**src/hdl/core_pkg.sv**
```systemverilog
`default_nettype none

package core_pkg;

	typedef logic [31:0] word_t;     // Data word or byte address
	typedef logic [3:0]  reg_num_t;  // Architectural register number

	// Data-processing opcode field, only the supported subset
	typedef enum logic [3:0] {
		OP_AND = 4'd0,
		OP_EOR = 4'd1,
		OP_SUB = 4'd2,
		OP_ADD = 4'd4,
		OP_ORR = 4'd12,
		OP_MOV = 4'd13
	} opcode_t;

	localparam int    NUM_REGS = 16;
	localparam word_t RESET_PC = 32'h0000_0000;
	localparam word_t PC_AHEAD = 32'd8;  // Branch base is two words past the branch

	// Instruction class, bits 27:25
	localparam int       CLASS_HI     = 27;
	localparam int       CLASS_LO     = 25;
	localparam logic [2:0] CLASS_DP_REG = 3'b000;
	localparam logic [2:0] CLASS_DP_IMM = 3'b001;
	localparam logic [2:0] CLASS_BRANCH = 3'b101;

	localparam int I_BIT    = 25;  // Immediate second operand
	localparam int LINK_BIT = 24;  // Set for BL, which is not supported

	localparam int OPC_HI = 24;
	localparam int OPC_LO = 21;
	localparam int RN_HI  = 19;
	localparam int RN_LO  = 16;
	localparam int RD_HI  = 15;
	localparam int RD_LO  = 12;
	localparam int ROT_HI = 11;
	localparam int ROT_LO = 8;
	localparam int IMM_HI = 7;
	localparam int IMM_LO = 0;
	localparam int RM_HI  = 3;
	localparam int RM_LO  = 0;
	localparam int OFF_HI = 23;
	localparam int OFF_LO = 0;

	// Both data-processing classes, immediate or register operand
	function automatic logic is_dp(word_t insn);
		return (insn[CLASS_HI:CLASS_LO] == CLASS_DP_REG) ||
			(insn[CLASS_HI:CLASS_LO] == CLASS_DP_IMM);
	endfunction

endpackage

`default_nettype wire
```
**src/hdl/core.sv**
```systemverilog
`timescale 1ns/10ps
`default_nettype none

module core (
	input  logic               clk,
	input  logic               reset,
	output logic               insn_req,
	output core_pkg::word_t    insn_addr,
	input  logic               insn_wait,
	input  core_pkg::word_t    insn_data,
	output logic               retire_valid,
	output core_pkg::reg_num_t retire_reg,
	output core_pkg::word_t    retire_data
);
	import core_pkg::*;

	logic     bubble_1a;
	word_t    insn_1a;
	word_t    pc_1a;
	logic     stall_0a;
	logic     bubble_2a;
	word_t    insn_2a;
	word_t    pc_2a;
	reg_num_t read_a;
	reg_num_t read_b;
	word_t    rdata_a;
	word_t    rdata_b;
	word_t    op_a_2a;
	word_t    op_b_2a;
	logic     pending_write_2a;
	reg_num_t pending_num_2a;
	logic     jmp;
	word_t    jmppc;
	logic     rf_write;
	reg_num_t rf_write_reg;
	word_t    rf_write_data;

	fetch fetch (
		.clk, .reset, .stall_0a, .jmp, .jmppc,
		.insn_wait, .insn_data, .insn_req, .insn_addr,
		.bubble_1a, .insn_1a, .pc_1a
	);

	issue issue (
		.clk, .reset, .jmp, .bubble_1a, .insn_1a, .pc_1a,
		.pending_write_2a, .pending_num_2a,
		.stall_0a, .bubble_2a, .insn_2a, .pc_2a
	);

	regfile regfile (
		.clk, .reset, .read_a, .read_b, .rdata_a, .rdata_b,
		.write      (rf_write),
		.write_reg  (rf_write_reg),
		.write_data (rf_write_data)
	);

	decode decode (
		.clk, .stall_0a, .insn_1a, .read_a, .read_b,
		.rdata_a, .rdata_b, .op_a_2a, .op_b_2a
	);

	execute execute (
		.clk, .reset, .bubble_2a, .insn_2a, .pc_2a, .op_a_2a, .op_b_2a,
		.pending_write_2a, .pending_num_2a, .jmp, .jmppc,
		.rf_write, .rf_write_reg, .rf_write_data
	);

	// Every regfile write is a retirement
	assign retire_valid = rf_write;
	assign retire_reg   = rf_write_reg;
	assign retire_data  = rf_write_data;

endmodule

`default_nettype wire

```
**src/hdl/execute.sv**
```systemverilog
`timescale 1ns/10ps
`default_nettype none

module execute (
	input  logic               clk,
	input  logic               reset,
	input  logic               bubble_2a,
	input  core_pkg::word_t    insn_2a,
	input  core_pkg::word_t    pc_2a,
	input  core_pkg::word_t    op_a_2a,
	input  core_pkg::word_t    op_b_2a,
	output logic               pending_write_2a,
	output core_pkg::reg_num_t pending_num_2a,
	output logic               jmp,
	output core_pkg::word_t    jmppc,
	output logic               rf_write,
	output core_pkg::reg_num_t rf_write_reg,
	output core_pkg::word_t    rf_write_data
);
	import core_pkg::*;

	opcode_t opcode_2a;
	logic    known_op;
	logic    is_branch;
	word_t   alu_result;
	word_t   offset;

	assign opcode_2a = opcode_t'(insn_2a[OPC_HI:OPC_LO]);

	always_comb begin
		known_op   = 1'b1;
		alu_result = '0;
		case (opcode_2a)
			OP_AND: alu_result = op_a_2a & op_b_2a;
			OP_EOR: alu_result = op_a_2a ^ op_b_2a;
			OP_SUB: alu_result = op_a_2a - op_b_2a;
			OP_ADD: alu_result = op_a_2a + op_b_2a;
			OP_ORR: alu_result = op_a_2a | op_b_2a;
			OP_MOV: alu_result = op_b_2a;
			default: known_op = 1'b0;  // Compares, RSB and friends
		endcase
	end

	// Only unsupported opcodes fall out here and never write
	assign pending_write_2a = !bubble_2a && is_dp(insn_2a) && known_op;
	assign pending_num_2a   = insn_2a[RD_HI:RD_LO];

	// Plain B only, BL is left as a no-op
	assign is_branch = (insn_2a[CLASS_HI:CLASS_LO] == CLASS_BRANCH) && !insn_2a[LINK_BIT];

	// Sign-extended word offset
	assign offset = {{6{insn_2a[OFF_HI]}}, insn_2a[OFF_HI:OFF_LO], 2'b00};

	assign jmp   = !bubble_2a && is_branch;
	assign jmppc = pc_2a + PC_AHEAD + offset;

	// Writeback register, feeds regfile and retire port
	always_ff @(posedge clk) begin
		if (reset) begin
			rf_write <= 1'b0;
		end else begin
			rf_write <= pending_write_2a;
		end
	end

	always_ff @(posedge clk) begin
		rf_write_reg  <= pending_num_2a;
		rf_write_data <= alu_result;
	end

endmodule

`default_nettype wire

```
**src/hdl/decode.sv**
```systemverilog
`timescale 1ns/10ps
`default_nettype none

module decode (
	input  logic               clk,
	input  logic               stall_0a,
	input  core_pkg::word_t    insn_1a,
	output core_pkg::reg_num_t read_a,
	output core_pkg::reg_num_t read_b,
	input  core_pkg::word_t    rdata_a,
	input  core_pkg::word_t    rdata_b,
	output core_pkg::word_t    op_a_2a,
	output core_pkg::word_t    op_b_2a
);
	import core_pkg::*;

	logic [4:0]  rot_amount;   // Rotate field times two
	logic [63:0] imm_pair;
	word_t       imm_zext;
	word_t       imm_rot;
	word_t       op_b_1a;

	assign read_a = insn_1a[RN_HI:RN_LO];
	assign read_b = insn_1a[RM_HI:RM_LO];

	assign rot_amount = {insn_1a[ROT_HI:ROT_LO], 1'b0};
	assign imm_zext   = {24'b0, insn_1a[IMM_HI:IMM_LO]};

	// Rotate right by shifting a doubled copy
	assign imm_pair = {imm_zext, imm_zext} >> rot_amount;
	assign imm_rot  = imm_pair[31:0];

	assign op_b_1a = insn_1a[I_BIT] ? imm_rot : rdata_b;

	always_ff @(posedge clk) begin
		if (!stall_0a) begin
			op_a_2a <= rdata_a;
			op_b_2a <= op_b_1a;
		end
	end

endmodule

`default_nettype wire

```
**src/hdl/regfile.sv**
```systemverilog
`timescale 1ns/10ps
`default_nettype none

module regfile (
	input  logic               clk,
	input  logic               reset,
	input  core_pkg::reg_num_t read_a,
	input  core_pkg::reg_num_t read_b,
	output core_pkg::word_t    rdata_a,
	output core_pkg::word_t    rdata_b,
	input  logic               write,
	input  core_pkg::reg_num_t write_reg,
	input  core_pkg::word_t    write_data
);
	import core_pkg::*;

	word_t regs [NUM_REGS];

	always_ff @(posedge clk) begin
		if (reset) begin
			for (int i = 0; i < NUM_REGS; i++)
				regs[i] <= '0;
		end else if (write) begin
			regs[write_reg] <= write_data;
		end
	end

	// Write-through so 3a results are seen by 1a without a stall
	assign rdata_a = (write && (write_reg == read_a)) ? write_data : regs[read_a];
	assign rdata_b = (write && (write_reg == read_b)) ? write_data : regs[read_b];

endmodule

`default_nettype wire

```
**src/hdl/issue.sv**
```systemverilog
`timescale 1ns/10ps
`default_nettype none

module issue (
	input  logic               clk,
	input  logic               reset,
	input  logic               jmp,
	input  logic               bubble_1a,
	input  core_pkg::word_t    insn_1a,
	input  core_pkg::word_t    pc_1a,
	input  logic               pending_write_2a,
	input  core_pkg::reg_num_t pending_num_2a,
	output logic               stall_0a,
	output logic               bubble_2a,
	output core_pkg::word_t    insn_2a,
	output core_pkg::word_t    pc_2a
);
	import core_pkg::*;

	opcode_t  opcode_1a;
	reg_num_t rn_1a;
	reg_num_t rm_1a;
	logic     dp_1a;
	logic     reads_rn;
	logic     reads_rm;
	logic     rn_hit;
	logic     rm_hit;

	assign opcode_1a = opcode_t'(insn_1a[OPC_HI:OPC_LO]);
	assign rn_1a     = insn_1a[RN_HI:RN_LO];
	assign rm_1a     = insn_1a[RM_HI:RM_LO];
	assign dp_1a     = is_dp(insn_1a);

	// MOV has no first operand
	assign reads_rn = dp_1a && (opcode_1a != OP_MOV);
	assign reads_rm = dp_1a && !insn_1a[I_BIT];

	assign rn_hit = reads_rn && (rn_1a == pending_num_2a);
	assign rm_hit = reads_rm && (rm_1a == pending_num_2a);

	// Result in 2a is not in the regfile yet; one cycle later it is
	// written through from 3a
	assign stall_0a = !bubble_1a && pending_write_2a && (rn_hit || rm_hit);

	always_ff @(posedge clk) begin
		if (reset) begin
			bubble_2a <= 1'b1;
		end else begin
			bubble_2a <= bubble_1a || stall_0a || jmp;  // Hole on hazard or flush
		end
	end

	always_ff @(posedge clk) begin
		insn_2a <= insn_1a;
		pc_2a   <= pc_1a;
	end

endmodule

`default_nettype wire

```
**src/hdl/fetch.sv**
```systemverilog
`timescale 1ns/10ps
`default_nettype none

module fetch (
	input  logic            clk,
	input  logic            reset,
	input  logic            stall_0a,
	input  logic            jmp,
	input  core_pkg::word_t jmppc,
	input  logic            insn_wait,
	input  core_pkg::word_t insn_data,
	output logic            insn_req,
	output core_pkg::word_t insn_addr,
	output logic            bubble_1a,
	output core_pkg::word_t insn_1a,
	output core_pkg::word_t pc_1a
);
	import core_pkg::*;

	word_t pc;           // Address of the current request
	word_t resp_pc;      // Address of the response arriving now
	word_t held_insn;
	word_t held_pc;
	word_t redir_pc;
	logic  started;
	logic  resp_live;    // Accepted last cycle and not stale
	logic  held_valid;   // 1a word parked in the hold buffer
	logic  was_waiting;  // Request was held off last cycle
	logic  redir;        // Jump seen while request was held off
	logic  accept;
	logic  held_off;

	assign insn_req  = started && (!held_valid || was_waiting);
	assign insn_addr = pc;
	assign accept    = insn_req && !insn_wait;
	assign held_off  = insn_req && insn_wait;

	// Hold buffer has priority, it is always the older word
	assign bubble_1a = !(held_valid || resp_live);
	assign insn_1a   = held_valid ? held_insn : insn_data;
	assign pc_1a     = held_valid ? held_pc : resp_pc;

	always_ff @(posedge clk) begin
		if (reset) begin
			pc          <= RESET_PC;
			started     <= 1'b0;
			resp_live   <= 1'b0;
			held_valid  <= 1'b0;
			was_waiting <= 1'b0;
			redir       <= 1'b0;
		end else begin
			started     <= 1'b1;
			was_waiting <= held_off;
			resp_live   <= accept && !jmp && !redir;  // Drop words from the old path
			held_valid  <= !jmp && (stall_0a || (held_valid && resp_live));
			if (jmp && held_off) begin
				redir <= 1'b1;  // Address must stay put until accepted
			end else if (jmp) begin
				pc <= jmppc;
			end else if (accept) begin
				pc    <= redir ? redir_pc : pc + 32'd4;
				redir <= 1'b0;
			end
		end
	end

	always_ff @(posedge clk) begin
		if (accept)
			resp_pc <= pc;
		if (jmp)
			redir_pc <= jmppc;
		if (held_valid != stall_0a) begin  // Park a stalled word or refill behind the held one
			held_insn <= insn_data;
			held_pc   <= resp_pc;
		end
	end

endmodule

`default_nettype wire

```
**config.mk**
```make
export PLATFORM = sky130hd
export DESIGN_NAME = core
export DESIGN_NICKNAME = d
export VERILOG_FILES = /design/src/hdl/core_pkg.sv /design/src/hdl/core.sv /design/src/hdl/execute.sv /design/src/hdl/decode.sv /design/src/hdl/regfile.sv /design/src/hdl/issue.sv /design/src/hdl/fetch.sv
export SDC_FILE = /design/constraint.sdc
export NUM_CORES = 2
export LEC_CHECK = 0
export BUFFER_PORTS_ARGS = -buffer_cell sky130_fd_sc_hd__buf_2
export CAP_MARGIN = 20
export CORE_MARGIN = 1.5
export CORE_UTILIZATION = 40
export DETAILED_ROUTE_END_ITERATION = 12
export PLACE_DENSITY = 0.66
export SLEW_MARGIN = 10
export SYNTH_ARGS = -nofsm -noshare
export SYNTH_HDL_FRONTEND = slang
export SYNTH_SLANG_ARGS = --single-unit
export TNS_END_PERCENT = 10
```
**constraint.sdc**
```tcl
create_clock -name clk -period 6.8 [get_ports clk]
set_input_delay 1.02 -clock clk [delete_from_list [all_inputs] [get_ports clk]]
set_output_delay 1.02 -clock clk [all_outputs]
set_load 0.01 [all_outputs]
```
Word level (Yosys, flattened, before mapping)
Memories as Yosys holds them, arrays and structs flattened.
Cells that the tools add are included.
{ "word_totals": {"register_bits": 323, "mem_bits_rw": 512, "out_inout_bits": 70, "word_cells": 111, "mem_count": 1} }
{ "memory_table": {"columns": ["memory", "depth", "width", "rd", "rd_clocked_by_memory_dff", "write_ports", "line", "rtl"], "rows": [
  ["regfile.regs", 16, 32, 2, 0, 16, "regfile.sv:17", "word_t regs [NUM_REGS];"]
]} }
{ "op_classes": {"n_addsub": 5, "eq_ne": 15, "shift": 1, "muxes": 22, "bitwise_logic": 4, "reduce_logical": 45} }
{ "op_table": {"columns": ["operator", "count"], "rows": [
  ["$mux 32", 8],
  ["$pmux 32 s6", 1],
  ["$add 32x32->32", 2],
  ["$shr 40x5->32", 1],
  ["$add 32x3->32 const B", 1],
  ["$add 32x4->32 const B", 1],
  ["$and 32x32->32", 1],
  ["$or 32x32->32", 1],
  ["$reduce_or 32->1", 1],
  ["$sub 32x32->32", 1],
  ["$xor 32x32->32", 1],
  ["$mux 28", 1],
  ["$logic_and 1x1->1", 20],
  ["$eq 4x4->1", 4],
  ["$mux 1", 11],
  ["$eq 4x4->1 const B", 2],
  ["$logic_not 1->1", 8],
  ["$logic_or 1x1->1", 8],
  ["$eq 3x1->1 const B", 2],
  ["$logic_not 3->1", 2],
  ["$reduce_or 6->1", 1],
  ["$eq 4x1->1 const B", 1],
  ["$eq 4x2->1 const B", 1],
  ["$eq 4x3->1 const B", 1],
  ["other kinds (9)", 11]
]} }

Logic depth before layout (Yosys ltp)
{ "depth": {"ltp_word": 9, "depth_mapped": 17} }

Hierarchy
A second synthesis with hierarchy kept.
{ "hier_totals": {"hier_cells": 3457, "hier_area_um2": 45698.8} }
{ "by_module_without_submodules": {"columns": ["module", "n_inst", "cells_per_inst", "area_per_inst_um2", "seq_area_each_um2"], "rows": [
  ["regfile", 1, 1766, 27345.0, 15374.7],
  ["fetch", 1, 520, 7030.5, 4584.4],
  ["execute", 1, 893, 7010.5, 740.7],
  ["decode", 1, 195, 2876.5, 1921.8],
  ["issue", 1, 83, 1436.4, 1301.2]
]} }

Worst setup path before layout
Ideal clock, no wire load.
{ "synth_timing": {"path_type": "input to register", "startpoint": "input insn_data[17]", "endpoint": "register fetch.held_insn[0], enable pin", "setup_time_ns": 0.505, "arrival_ns": 4.989, "t_required_ns": 6.295, "slack_ns": 1.306, "stages": 7, "path_buffers": 0, "cell_sequence": "mux2i_1 -> xnor2_1 -> nor3_1 -> o211a_1 -> a31oi_1 -> nor3_1 -> xnor2_1"} }
{ "synth_between": {"elab_chain_len": 6} }
{ "synth_rtl": {"columns": ["item", "line", "rtl"], "rows": [
  ["start: declaration", "core.sv:10", "input core_pkg::word_t insn_data,"],
  ["$mux 28", "fetch.sv:40", "assign insn_1a = held_valid ? held_insn : insn_data;"],
  ["$eq 4x4->1", "issue.sv:38", "assign rn_hit = reads_rn && (rn_1a == pending_num_2a);"],
  ["$logic_and 1x1->1", "issue.sv:38", null],
  ["$logic_or 1x1->1", "issue.sv:43", "assign stall_0a = !bubble_1a && pending_write_2a && (rn_hit || rm_hit);"],
  ["$logic_and 1x1->1", "issue.sv:43", null],
  ["$ne 1x1->1", "fetch.sv:72", "if (held_valid != stall_0a) begin"],
  ["end signal: assignment", "fetch.sv:73", "held_insn <= insn_data;"],
  ["end: declaration", "fetch.sv:22", "word_t held_insn;"]
]} }
No other way between the ends.
A chain may end at the register's enable or synchronous reset.

Worst setup path after layout
{ "layout_timing": {"startpoint": "register issue.insn_2a[23]", "endpoint": "register execute.rf_write_data[28]"} }
{ "layout_between": {"elab_chain_len": 2, "elab_cells_between_ends": 7, "classes_between": "5 x eq/ne; 1 x mux; 1 x reduce/logical"} }
{ "layout_rtl": {"columns": ["item", "line", "rtl"], "rows": [
  ["start: declaration", "issue.sv:15", "output core_pkg::word_t insn_2a,"],
  ["start signal: assignment", "issue.sv:54", "insn_2a <= insn_1a;"],
  ["$eq 4x4->1 (tied with other cells)", "execute.sv:33", "case (opcode_2a)"],
  ["$pmux 32 s6 (*)", "execute.sv:33", null],
  ["net execute.alu_result[28]", "execute.sv:25", "word_t alu_result;"],
  ["end signal: assignment", "execute.sv:68", "rf_write_data <= alu_result;"],
  ["end: declaration", "execute.sv:18", "output core_pkg::word_t rf_write_data"]
]} }
Mark *: on every way through the listed nets, which the timed path passes. The rest lies on a longest branch.

==> reports/qor.yml <==
synth_flop_cell: "edfxtp_1"
numCtsBuffers: 86
grt_pass1_wl_um: 225400
syn-mean-instance-area_um2: 9.556
cts_sinks: 835
grt_pass1_vias: 35660
ys_ff_latch: 835
cts_htree_levels: 3
clk_latency_ns: 0.67
clock_skew_ns: 0.02344
drive_gt1_share_pct: 9.014
peakVddDrop_uv: 201.8
fin_tns_setup_ns: 0
clock.fmax_mhz: 224.6
hold_violations: 0
grt_util_all_layers_pct: 25.26
detailed_place_hpwl_um: 87280
synth_area_leaders: "edfxtp_1, nand2_1, and2_1, dfxtp_1, nand3_1"
ys_seq_area_share_pct: 50.95
leakage_nw: 19.91
yosys_warnings: 0
coreArea_um2: 114800
synth_top_area_cell: "edfxtp_1"
initial_utilization_pct: 40.56
grt_remaining_overflow: 0
fin_nets: 4972
cp.arrival_ns: 4.97
outcome: "completed"
largest_reg_flops: 512
row_count: 124
clock_path_buffers: 3
drc: 0
die_height_um: 344.2
vias: 37930
gp_congestion: 0.9465
finalCritPeriodShare_pct: 65.48
critPathRequiredTime_ns: 7.32
wl_um: 153100
area_delta_synth_final_pct: 10.91
clk_pin_slew_ns: 0.06
fill_cells: 10510
hold_buffers: 0
largest_register: "regfile.regs"
maxCapViolations: 0
vias_per_cell: 5.962
cts_setup_buffers: 0
synthArstFlopShare_pct: 0
dieArea_um2: 118500
min_period_ns: 4.453
io_pins: 105
setup_viol_count_final: 0
p_per_area_nw_per_um2: 249.9
grt_max_degree: 183
cts_tree: "yes"
worst_pin_slew_ns: 1.143
cts-root-buf: "clkbuf_16"
worst_setup_path_end_kind: "flip-flop"
drt_iter0_markers: 4839
die_x_um: 344.2
crit_type: "reg -> reg"
synth_top_area_share_pct: 45.14
detail-route-antenna-nets: 0
critPathMaxFanout: 17
routedWlPerCell_um: 24.06
synth_fp_nets: 5069
start_kind: "flip-flop"
antenna_found_initial: 7
hold_class: "reg -> reg"
drtPass1Iterations: 6
syn_area_um2: 46560
rsz0062_at_grt: "false"
regArea_um2: 23730
synth-edff-count: 700
syn_inst: 4873
synth_cell_types: 80
cts_resized: 0
final_cell_area_um2: 51640
portBuffers: 100
max_slew_margin_pct: 23.48
multiInputGateArea_um2: 21380
maxSlewViolCount: 0
dpl-instance-area_um2: 48660
## layout make-up
cell class / count / area share [%]
inverter: 108 / 0.8237
sequential: 835 / 45.94
clock buffer: 112 / 4.596
antenna: 2 / 0.009691
multi-input combinational: 3559 / 41.39
tap: 1512 / 3.663
clock inverter: 48 / 1.090
timing repair buffer: 186 / 2.483
## routing by layer
metal | part of all wire [%] | up-vias | routed length, µm | GRT usage, %
met3 | 11 | 451 | 16610 | 5.534
met2 | 46 | 2200 | 69880 | 40.02
met5 | 0.082 | - | 126 | 0.7212
met4 | 4.8 | 3 | 7275 | 12.93
met1 | 39 | 18190 | 59180 | 32.42
li1 | - | 17090 | - | -
## placed cells by master (no fill, tap or decap), drive strengths merged, types with 77 or more instances in the layout
| cell | n |
|---|---|
| a21oi | 110 |
| a311oi | 174 |
| a31oi | 77 |
| and2 | 518 |
| and3 | 108 |
| buf | 186 |
| clkbuf | 112 |
| dfxtp | 135 |
| edfxtp | 700 |
| ha | 159 |
| inv | 108 |
| nand2 | 1154 |
| nand3 | 413 |
| nor2 | 125 |
| o21ai | 93 |
| xnor2 | 94 |
## critical path, stage by stage, from the launching register on
cell	delay (ns)
dfxtp_1	0.30
buf_4	0.23
nor2b_1	0.24
and2_1	0.71
nor2_1	0.13
xnor2_1	0.16
ha_1	0.33
nor2b_1	0.15
o21ai_0	0.11
a21boi_1	0.29
o21ai_1	0.22
o31ai_2	0.46
a211oi_1	0.27
o41ai_1	0.40
xnor2_1	0.17
o211ai_1	0.10
## logic make-up after synthesis
kind of cell    after synthesis  share of synthesized area (%)
mux                         104                          2.400
simple gates               2434                          24.76
buf+inv                     479                          3.958
compound gates              730                          11.14
fa+ha+maj                   161                          4.358
xor+xnor                    130                          2.445
flops                       835                          50.95
## per-stage QoR
| step | hold slack [ns] | worst slack (ns) | power [W] | utilization, % | std cells |
|---|---|---|---|---|---|
| after floorplan | 0.3889 | 1.306 | 0.007292 | - | 4873 |
| after global placement | 0.4195 | 2.447 | 0.007944 | 42.39 | 6198 |
| after detailed placement | 0.4193 | 2.402 | 0.007976 | 42.39 | 6198 |
| after CTS | 0.4367 | 2.372 | 0.01290 | 44.94 | 6358 |
| after global routing | 0.4526 | 2.147 | 0.01330 | 44.98 | 6361 |
| final | 0.4427 | 2.347 | 0.01290 | 44.98 | 6362 |
## cells in the mapped netlist, types with 67 or more instances
library cell	instances
a21o_1	67
a21oi_1	110
a311oi_1	173
a31oi_1	77
and2_1	518
and3_1	108
clkbuf_1	315
dfxtp_1	135
edfxtp_1	700
ha_1	159
inv_1	100
nand2_1	1153
nand3_1	413
nor2_1	125
o21ai_0	77
xnor2_1	94
## power breakdown
group / total (W) / switching, W / internal (W)
Clock: 0.00497 / 0.00205 / 0.00292
Combinational: 0.00183 / 0.00119 / 0.000642
Sequential: 0.00610 / 0.000325 / 0.00577
## path summary, 6_finish.rpt
kind	start	end	slack, ns	cells past startpoint
worst max-delay path	issue.insn_2a[23]$_DFF_P_	execute.rf_write_data[28]$_DFF_P_	2.35	15
worst min-delay path	fetch.resp_pc[31]$_DFFE_PP_	fetch.held_pc[31]$_DFFE_PP_	0.44	0
worst max register to register	issue.insn_2a[23]$_DFF_P_	execute.rf_write_data[28]$_DFF_P_	2.35	15
worst min register to register	fetch.resp_pc[31]$_DFFE_PP_	fetch.held_pc[31]$_DFFE_PP_	0.44	0
(Power assumes the default switching activity.)
